**src/phy_mgmt_cfg.svh**
```systemverilog
`ifndef PHY_MGMT_CFG_SVH
`define PHY_MGMT_CFG_SVH

// management bus widths.
`define PHY_MGMT_ADDR_W 9
`define PHY_MGMT_DATA_W 32

// register map.
`define PHY_LOOPBACK_ADDR 9'h061
`define PHY_SCRATCH_ADDR 9'h062
`define PHY_ID_ADDR 9'h000
`define PHY_ID_VALUE 32'h0000_54e5

// cycles of waitrequest before an access completes.
`define PHY_MGMT_WAIT 2

`define SERDES_W 10

`endif

```
**src/phy_mgmt_pkg.sv**
```systemverilog
`include "phy_mgmt_cfg.svh"

package phy_mgmt_pkg;

   typedef logic [`PHY_MGMT_ADDR_W-1:0] mgmt_addr_t;
   typedef logic [`PHY_MGMT_DATA_W-1:0] mgmt_data_t;
   typedef logic [`SERDES_W-1:0] serdes_word_t; // one 10b code group.

   typedef enum logic {
      lb_idle,
      lb_write_data
   } lb_state_t;

   typedef enum logic [1:0] {
      arb_idle,
      arb_host_busy,
      arb_lb_busy
   } arb_state_t;

   typedef enum logic [1:0] {
      regs_idle,
      regs_wait_cnt,
      regs_done
   } regs_state_t;

endpackage

```
**src/loopback_ctrl_master.sv**
```systemverilog
`timescale 1ns/1ps
`include "phy_mgmt_cfg.svh"

module loopback_ctrl_master
(
   input  logic                     clk,
   input  logic                     reset,
   output phy_mgmt_pkg::mgmt_addr_t phy_mgmt_address,
   output logic                     phy_mgmt_read,
   output logic                     phy_mgmt_write,
   output phy_mgmt_pkg::mgmt_data_t phy_mgmt_writedata,
   input  phy_mgmt_pkg::mgmt_data_t phy_mgmt_readdata,
   input  logic                     phy_mgmt_waitrequest,
   input  logic                     sd_loopback
);

   phy_mgmt_pkg::lb_state_t state;
   phy_mgmt_pkg::lb_state_t next_state;
   logic sd_sync1;
   logic sd_sync2;
   logic lb_level;
   logic bit_event;
   logic wr_done;

   // two-flop synchronizer plus last seen level.
   always_ff @(posedge clk or posedge reset)
   begin
      if (reset)
      begin
         sd_sync1 <= 1'b0;
         sd_sync2 <= 1'b0;
         lb_level <= 1'b0;
      end
      else
      begin
         sd_sync1 <= sd_loopback;
         sd_sync2 <= sd_sync1;
         lb_level <= sd_sync2;
      end
   end

   assign wr_done = (state == phy_mgmt_pkg::lb_write_data) && !phy_mgmt_waitrequest;

   // a new edge always wins over a clear.
   always_ff @(posedge clk or posedge reset)
   begin
      if (reset)
         bit_event <= 1'b0;
      else if (sd_sync2 != lb_level)
         bit_event <= 1'b1;
      else if (wr_done && (phy_mgmt_writedata[0] == lb_level))
         bit_event <= 1'b0; // stale writes leave it set.
   end

   always_ff @(posedge clk or posedge reset)
   begin
      if (reset)
         state <= phy_mgmt_pkg::lb_idle;
      else
         state <= next_state;
   end

   always_comb
   begin
      next_state = state;
      case (state)
         phy_mgmt_pkg::lb_idle:
         begin
            if (bit_event)
               next_state = phy_mgmt_pkg::lb_write_data;
         end
         phy_mgmt_pkg::lb_write_data:
         begin
            if (!phy_mgmt_waitrequest)
               next_state = phy_mgmt_pkg::lb_idle;
         end
         default: next_state = phy_mgmt_pkg::lb_idle;
      endcase
   end

   // level captured when the write is launched.
   always_ff @(posedge clk)
   begin
      if ((state == phy_mgmt_pkg::lb_idle) && (next_state == phy_mgmt_pkg::lb_write_data))
         phy_mgmt_writedata <= {{(`PHY_MGMT_DATA_W-1){1'b0}}, lb_level};
   end

   assign phy_mgmt_write   = (state == phy_mgmt_pkg::lb_write_data);
   assign phy_mgmt_read    = 1'b0; // write-only master.
   assign phy_mgmt_address = phy_mgmt_write ? `PHY_LOOPBACK_ADDR : '0;

   wr_hold_a: assert property (@(posedge clk) disable iff (reset)
      (phy_mgmt_write && phy_mgmt_waitrequest)
         |=> (phy_mgmt_write && $stable(phy_mgmt_writedata)));

   // register block returns zero data on write completion.
   wr_resp_a: assert property (@(posedge clk) disable iff (reset)
      wr_done |-> (phy_mgmt_readdata == '0));

endmodule

```
**src/phy_mgmt_arbiter.sv**
```systemverilog
`timescale 1ns/1ps

module phy_mgmt_arbiter
(
   input  logic                     clk,
   input  logic                     reset,
   input  phy_mgmt_pkg::mgmt_addr_t host_address,
   input  logic                     host_read,
   input  logic                     host_write,
   input  phy_mgmt_pkg::mgmt_data_t host_writedata,
   output phy_mgmt_pkg::mgmt_data_t host_readdata,
   output logic                     host_waitrequest,
   input  phy_mgmt_pkg::mgmt_addr_t lb_address,
   input  logic                     lb_read,
   input  logic                     lb_write,
   input  phy_mgmt_pkg::mgmt_data_t lb_writedata,
   output phy_mgmt_pkg::mgmt_data_t lb_readdata,
   output logic                     lb_waitrequest,
   output phy_mgmt_pkg::mgmt_addr_t reg_address,
   output logic                     reg_read,
   output logic                     reg_write,
   output phy_mgmt_pkg::mgmt_data_t reg_writedata,
   input  phy_mgmt_pkg::mgmt_data_t reg_readdata,
   input  logic                     reg_waitrequest
);

   phy_mgmt_pkg::arb_state_t state;
   logic host_req;
   logic lb_req;
   logic grant_host;
   logic grant_lb;

   assign host_req = host_read || host_write;
   assign lb_req   = lb_read || lb_write;

   // idle grant is decided in the same cycle, host first.
   assign grant_host = (state == phy_mgmt_pkg::arb_host_busy) ||
                       ((state == phy_mgmt_pkg::arb_idle) && host_req);
   assign grant_lb   = (state == phy_mgmt_pkg::arb_lb_busy) ||
                       ((state == phy_mgmt_pkg::arb_idle) && !host_req && lb_req);

   always_ff @(posedge clk or posedge reset)
   begin
      if (reset)
         state <= phy_mgmt_pkg::arb_idle;
      else if (!reg_waitrequest)
         state <= phy_mgmt_pkg::arb_idle; // access completed, release.
      else if (grant_host)
         state <= phy_mgmt_pkg::arb_host_busy;
      else if (grant_lb)
         state <= phy_mgmt_pkg::arb_lb_busy;
   end

   always_comb
   begin
      reg_address   = '0;
      reg_read      = 1'b0;
      reg_write     = 1'b0;
      reg_writedata = '0;
      if (grant_host)
      begin
         reg_address   = host_address;
         reg_read      = host_read;
         reg_write     = host_write;
         reg_writedata = host_writedata;
      end
      else if (grant_lb)
      begin
         reg_address   = lb_address;
         reg_read      = lb_read;
         reg_write     = lb_write;
         reg_writedata = lb_writedata;
      end
   end

   // the loser sees waitrequest and holds its request.
   assign host_waitrequest = grant_host ? reg_waitrequest : 1'b1;
   assign host_readdata    = grant_host ? reg_readdata : '0;
   assign lb_waitrequest   = grant_lb ? reg_waitrequest : 1'b1;
   assign lb_readdata      = grant_lb ? reg_readdata : '0;

   grant_lock_a: assert property (@(posedge clk) disable iff (reset)
      ((reg_read || reg_write) && reg_waitrequest) |=> $stable({grant_host, grant_lb}));

endmodule

```
**src/phy_mgmt_regs.sv**
```systemverilog
`timescale 1ns/1ps
`include "phy_mgmt_cfg.svh"

module phy_mgmt_regs
(
   input  logic                     clk,
   input  logic                     reset,
   input  phy_mgmt_pkg::mgmt_addr_t address,
   input  logic                     read,
   input  logic                     write,
   input  phy_mgmt_pkg::mgmt_data_t writedata,
   output phy_mgmt_pkg::mgmt_data_t readdata,
   output logic                     waitrequest,
   output logic                     serial_loopback
);

   localparam logic [3:0] wait_last = 4'(`PHY_MGMT_WAIT - 1);

   phy_mgmt_pkg::regs_state_t state;
   phy_mgmt_pkg::regs_state_t next_state;
   logic [3:0] wait_cnt_q;
   logic access;
   logic loopback_q;
   phy_mgmt_pkg::mgmt_data_t scratch_q;
   phy_mgmt_pkg::mgmt_data_t rd_mux;
   phy_mgmt_pkg::mgmt_data_t readdata_q;

   assign access = read || write;

   always_comb
   begin
      next_state = state;
      case (state)
         phy_mgmt_pkg::regs_idle:
         begin
            // idle cycle already counts as the first wait cycle.
            if (access)
               next_state = (`PHY_MGMT_WAIT > 1) ? phy_mgmt_pkg::regs_wait_cnt
                                                  : phy_mgmt_pkg::regs_done;
         end
         phy_mgmt_pkg::regs_wait_cnt:
         begin
            if (!access)
               next_state = phy_mgmt_pkg::regs_idle; // request withdrawn.
            else if (wait_cnt_q >= wait_last)
               next_state = phy_mgmt_pkg::regs_done;
         end
         phy_mgmt_pkg::regs_done: next_state = phy_mgmt_pkg::regs_idle;
         default: next_state = phy_mgmt_pkg::regs_idle;
      endcase
   end

   always_ff @(posedge clk or posedge reset)
   begin
      if (reset)
      begin
         state      <= phy_mgmt_pkg::regs_idle;
         wait_cnt_q <= 4'd1;
      end
      else
      begin
         state      <= next_state;
         wait_cnt_q <= (state == phy_mgmt_pkg::regs_wait_cnt) ? wait_cnt_q + 4'd1 : 4'd1;
      end
   end

   // writes commit in the completing cycle.
   always_ff @(posedge clk or posedge reset)
   begin
      if (reset)
      begin
         loopback_q <= 1'b0;
         scratch_q  <= '0;
      end
      else if ((state == phy_mgmt_pkg::regs_done) && write)
      begin
         case (address)
            `PHY_LOOPBACK_ADDR: loopback_q <= writedata[0];
            `PHY_SCRATCH_ADDR: scratch_q <= writedata;
            default: ; // id and unmapped are dropped.
         endcase
      end
   end

   always_comb
   begin
      case (address)
         `PHY_ID_ADDR: rd_mux = `PHY_ID_VALUE;
         `PHY_LOOPBACK_ADDR: rd_mux = {{(`PHY_MGMT_DATA_W-1){1'b0}}, loopback_q};
         `PHY_SCRATCH_ADDR: rd_mux = scratch_q;
         default: rd_mux = '0;
      endcase
   end

   // loaded on entry to done, zero otherwise.
   always_ff @(posedge clk or posedge reset)
   begin
      if (reset)
         readdata_q <= '0;
      else if ((next_state == phy_mgmt_pkg::regs_done) && read)
         readdata_q <= rd_mux;
      else
         readdata_q <= '0;
   end

   assign readdata        = readdata_q;
   assign waitrequest     = (state != phy_mgmt_pkg::regs_done);
   assign serial_loopback = loopback_q;

   rd_wr_excl_a: assert property (@(posedge clk) disable iff (reset)
      !(read && write));

endmodule

```
**src/serdes_loopback_path.sv**
```systemverilog
`timescale 1ns/1ps

module serdes_loopback_path
(
   input  logic                       clk,
   input  logic                       reset,
   input  logic                       serial_loopback,
   input  phy_mgmt_pkg::serdes_word_t tx_data,
   input  phy_mgmt_pkg::serdes_word_t rx_serial,
   output phy_mgmt_pkg::serdes_word_t rx_data
);

   phy_mgmt_pkg::serdes_word_t tx_q;
   phy_mgmt_pkg::serdes_word_t rx_q;
   logic lb_sel_q;

   // one word per cycle, so every edge is a word boundary.
   always_ff @(posedge clk or posedge reset)
   begin
      if (reset)
         lb_sel_q <= 1'b0;
      else
         lb_sel_q <= serial_loopback;
   end

   // both sources land on the same edge as the select.
   always_ff @(posedge clk or posedge reset)
   begin
      if (reset)
      begin
         tx_q <= '0;
         rx_q <= '0;
      end
      else
      begin
         tx_q <= tx_data; // looped-back copy.
         rx_q <= rx_serial;
      end
   end

   assign rx_data = lb_sel_q ? tx_q : rx_q;

endmodule

```
**src/tse_phy_top.sv**
```systemverilog
`timescale 1ns/1ps

module tse_phy_top
(
   input  logic                       clk,
   input  logic                       reset,
   input  logic                       sd_loopback,
   input  phy_mgmt_pkg::mgmt_addr_t   host_address,
   input  logic                       host_read,
   input  logic                       host_write,
   input  phy_mgmt_pkg::mgmt_data_t   host_writedata,
   output phy_mgmt_pkg::mgmt_data_t   host_readdata,
   output logic                       host_waitrequest,
   input  phy_mgmt_pkg::serdes_word_t tx_data,
   input  phy_mgmt_pkg::serdes_word_t rx_serial,
   output phy_mgmt_pkg::serdes_word_t rx_data
);

   phy_mgmt_pkg::mgmt_addr_t lb_address;
   logic                     lb_read;
   logic                     lb_write;
   phy_mgmt_pkg::mgmt_data_t lb_writedata;
   phy_mgmt_pkg::mgmt_data_t lb_readdata;
   logic                     lb_waitrequest;
   phy_mgmt_pkg::mgmt_addr_t reg_address;
   logic                     reg_read;
   logic                     reg_write;
   phy_mgmt_pkg::mgmt_data_t reg_writedata;
   phy_mgmt_pkg::mgmt_data_t reg_readdata;
   logic                     reg_waitrequest;
   logic                     serial_loopback;

   loopback_ctrl_master loopback_ctrl_master_i (
      .clk                  (clk),
      .reset                (reset),
      .phy_mgmt_address     (lb_address),
      .phy_mgmt_read        (lb_read),
      .phy_mgmt_write       (lb_write),
      .phy_mgmt_writedata   (lb_writedata),
      .phy_mgmt_readdata    (lb_readdata),
      .phy_mgmt_waitrequest (lb_waitrequest),
      .sd_loopback          (sd_loopback)
   );

   phy_mgmt_arbiter phy_mgmt_arbiter_i (
      .clk              (clk),
      .reset            (reset),
      .host_address     (host_address),
      .host_read        (host_read),
      .host_write       (host_write),
      .host_writedata   (host_writedata),
      .host_readdata    (host_readdata),
      .host_waitrequest (host_waitrequest),
      .lb_address       (lb_address),
      .lb_read          (lb_read),
      .lb_write         (lb_write),
      .lb_writedata     (lb_writedata),
      .lb_readdata      (lb_readdata),
      .lb_waitrequest   (lb_waitrequest),
      .reg_address      (reg_address),
      .reg_read         (reg_read),
      .reg_write        (reg_write),
      .reg_writedata    (reg_writedata),
      .reg_readdata     (reg_readdata),
      .reg_waitrequest  (reg_waitrequest)
   );

   phy_mgmt_regs phy_mgmt_regs_i (
      .clk             (clk),
      .reset           (reset),
      .address         (reg_address),
      .read            (reg_read),
      .write           (reg_write),
      .writedata       (reg_writedata),
      .readdata        (reg_readdata),
      .waitrequest     (reg_waitrequest),
      .serial_loopback (serial_loopback)
   );

   serdes_loopback_path serdes_loopback_path_i (
      .clk             (clk),
      .reset           (reset),
      .serial_loopback (serial_loopback),
      .tx_data         (tx_data),
      .rx_serial       (rx_serial),
      .rx_data         (rx_data)
   );

endmodule

```
**config.mk**
```make
export PLATFORM = sky130hd
export DESIGN_NAME = tse_phy_top
export DESIGN_NICKNAME = d
export VERILOG_FILES = /design/src/phy_mgmt_pkg.sv /design/src/loopback_ctrl_master.sv /design/src/phy_mgmt_arbiter.sv /design/src/phy_mgmt_regs.sv /design/src/serdes_loopback_path.sv /design/src/tse_phy_top.sv
export VERILOG_INCLUDE_DIRS = /design/src
export SDC_FILE = /design/constraint.sdc
export NUM_CORES = 1
export LEC_CHECK = 0
export ABC_AREA = 0
export ABC_CLOCK_PERIOD_IN_PS = 9120
export BUFFER_PORTS_ARGS = -buffer_cell sky130_fd_sc_hd__buf_2
export CORE_AREA = 3 3 94 96
export CTS_BUF_LIST = sky130_fd_sc_hd__clkbuf_16
export DETAILED_ROUTE_END_ITERATION = 16
export DIE_AREA = 0 0 97 99
export PLACE_DENSITY = 0.84
export SLEW_MARGIN = 5
export SYNTH_ARGS = -nofsm -noshare
export SYNTH_HDL_FRONTEND = slang
export SYNTH_SLANG_ARGS = --single-unit
```
**constraint.sdc**
```tcl
create_clock -name clk -period 9.12 [get_ports clk]
set_input_delay 1.824 -clock clk [delete_from_list [all_inputs] [get_ports clk]]
set_output_delay 1.824 -clock clk [all_outputs]
set_load 0.02 [all_outputs]
```
==> metrics.md <==
| Metric | Value |
|---|---|
| # fillers | 665 |
| Yosys cell types | 41 |
| Clk sinks | 100 |
| Seq/Total Area, Yosys | 0.630 |
| Critical R2R Launch | phy_mgmt_arbiter_i.state[1] |
| Register bit total from synthesis | 100 |
| DR vias/cell | 4.83 |
| Critical hold path startpoint | loopback_ctrl_master_i.sd_sync1 |
| Drt pass-1 iters | 4 |
| Crit path largest cell delay | 380 ps |
| CP Cell Sequence | buf_2, nor3_2, nor2_4, buf_4, and2_1, buf_2 |
| CP Class | in2out |
| # hold bufs at CTS | 0 |
| HP Class | reg2reg |
| Critical Path RT | 7300 ps |
| Average wire per standard cell | 13.7 µm |
| Synth area leaders | dfrtp_1 62%, and2_1 8.8%, nand2_1 6.9% |
| CORE AREA | 8130 µm² |
| Largest net degree at the start of global routing | 71 |
| Antenna Cells | 0 |
| Syn Inst Count | 361 |
| Setup Skew | 5.89 ps |
| Gr ovfl total | 0 |
| DRC Markers | 0 |
| RSZ-0062 raised after global routing | no |
| Post-synth top area share | 0.616 |
| Slack of the critical path | 4220 ps |
| Critical Path Source | host_write |
| Slowest-stage cell, CP | nor3_2 |
| Status | finished clean |
| Pre-CTS setup slack | 4230 ps |
| Syn_nets | 430 |
| Final #Nets | 534 |
| Pleak | 2.48 nW |
| Area grow syn2layout | 21.8% |
| Layout cells sized above 1 | 0.309 |
| Max VDD drop | 0.112 mV |
| Final slew viol count | 0 |
| Setup_tns | 0 ps |
| Number of top-level pins | 109 |
| Clock transition at the registers of the reported paths | 60 ps |
| Final min period | 4900 ps |
| Count leader, synth | dfrtp_1 |
| Total wire length | 7850 µm |
| Clock buffer depth | 2 |
| P per Cell Area | 211 nW/µm² |
| Port bufs | 108 |
| CTS root buffer | clkbuf_16 |
| HPWL after DPL | 5440 µm |
| EDFF count, synth | 1 |
| Post-CTS setup buffer count | 0 |
| Arr. time, crit path | 3080 ps |
| Asr flop ratio synth | 0.990 |
| Total CTS buffers | 9 |
| CTS tree | yes |
| GRT Total Usage | 0.171 |
| Initial core utilization | 0.489 |
| Synth area leader | dfrtp_1 |
| Setup crit end kind | output port |
| Vias | 2773 |
| Worst skew pair latency | 330 ps |
| Startpoint Class | primary input |
| # Max-Cap Violations | 0 |
| Mapped cell area | 3980 µm² |
| Resize count post-CTS | 0 |
| Fin crit share | 0.537 |
| First-pass GRT wire length | 13200 µm |
| Row count | 33 |
| DIE AREA | 9600 µm² |
| Critical path's most frequent cell | buf_2 |
| 1st-iter DRT viols | 101 |
| Placed cell area | 4590 µm² |
| Detail Route Antenna Nets | 0 |
| Final hold vios | 0 |
| Crit path max-delay family | simple AND/OR/NAND/NOR gates |
| Worst-Margin Slew | 865 ps |
| Vias in the first global route | 2804 |
| Max-slew headroom | 0.423 |
| Die Wd | 97 µm |
| Post-synth top cells | 98 x dfrtp_1, 73 x nand2_1, 56 x and2_1 |
| Max Clk Rate | 0.204 GHz |
| Buf/Inv on CP | 3 |
| Initial antenna violation count | 0 |
| Final setup violation count | 0 |
| H-tree level count | 3 |
| Syn avg cell area | 11.0 µm² |
| Yosys warns | 0 |
| Routability congestion estimate | 0.811 |
| Synth Flop Type | dfrtp_1 |
| Final Cell Area | 4850 µm² |
| Die Height | 99 µm |
| Max Fanout on Critical Path | 67 |
final cells by class:
class / count / area, µm² / share of cell area
sequential: 100 / 2510 / 0.518
multi-input combinational: 237 / 1360 / 0.281
timing repair buffer: 111 / 563 / 0.116
clock buffer: 9 / 225 / 0.0465
tap: 105 / 131 / 0.0271
clock inverter: 6 / 32.5 / 0.00671
inverter: 6 / 25.0 / 0.00516
per-stage QoR:
| stage | util | power [mW] | std cells | hold slack [ps] |
|---|---|---|---|---|
| floorplan | - | 0.639 | 361 | 331 |
| global placement | 0.564 | 0.693 | 559 | 333 |
| detailed placement | 0.564 | 0.700 | 559 | 341 |
| CTS | 0.596 | 1.03 | 574 | 356 |
| global route | 0.596 | 1.08 | 574 | 366 |
| finish | 0.596 | 1.02 | 574 | 350 |
where the power goes:
part | switching [mW] | internal, mW
Clock | 0.150 | 0.181
Sequential | 0.0241 | 0.471
Combinational | 0.122 | 0.0721
Total | 0.296 | 0.724
logic make-up (layout without fill, tap and decap cells):
group                      Yosys count  in the layout  share of synthesized area
adders and majority gates            3              3                    0.00943
xor gates and xnor gates             2              2                    0.00440
DFF                                100            100                      0.630
AOI/OAI and AO/OA                   51             51                     0.0704
and+or+nand+nor                    169            169                      0.222
buffers and inverters               24            132                     0.0292
muxes                               12             12                     0.0340
path summary, 6_finish.rpt:
check | slack, ps | cells after the start | end
max in group asynchronous | 6480 | 3 | phy_mgmt_regs_i.readdata[20]
min reg2reg | 350 | 0 | loopback_ctrl_master_i.sd_sync2
min | 350 | 0 | loopback_ctrl_master_i.sd_sync2
max | 4220 | 6 | host_readdata[10]
max reg2reg | 6530 | 5 | phy_mgmt_regs_i.scratch_q[28]
min in group asynchronous | 1470 | 2 | serdes_loopback_path_i.tx_q[3]
registers in the layout, summed over array words and instances, names as in the netlist:
name,cells
loopback_ctrl_master_i.bit_event,1
loopback_ctrl_master_i.lb_level,1
loopback_ctrl_master_i.phy_mgmt_write,1
loopback_ctrl_master_i.phy_mgmt_writedata,1
loopback_ctrl_master_i.sd_sync1,1
loopback_ctrl_master_i.sd_sync2,1
phy_mgmt_arbiter_i.state,2
phy_mgmt_regs_i.readdata,32
phy_mgmt_regs_i.scratch_q,32
phy_mgmt_regs_i.serial_loopback,1
phy_mgmt_regs_i.state,2
phy_mgmt_regs_i.wait_cnt_q,4
serdes_loopback_path_i.lb_sel_q,1
serdes_loopback_path_i.rx_q,10
serdes_loopback_path_i.tx_q,10
routing by layer:
layer  wire length, µm  global-route usage  up-vias
met1              3370               0.216     1312
li1                  -                   -     1374
met3               401              0.0297        6
met5                 0                   0        -
met4                80              0.0583        0
met2              4000               0.301       81
layout by cell type, fill, tap and decap left out, types with 2 or more instances in the layout:
cell type  count
o21ai_0        2
nand2b_1       3
inv_1          7
o21a_1         2
and4b_1        2
buf_2        108
a21oi_1        9
dfrtp_1       98
nand2_1       73
nand3_1        3
nor2_1        11
and2_1        56
ha_1           3
nor3_1         5
o21ai_1       31
buf_4          3
clkbuf_16      9
mux2_2        12
nor2b_1        5
(Power assumes the default switching activity.)
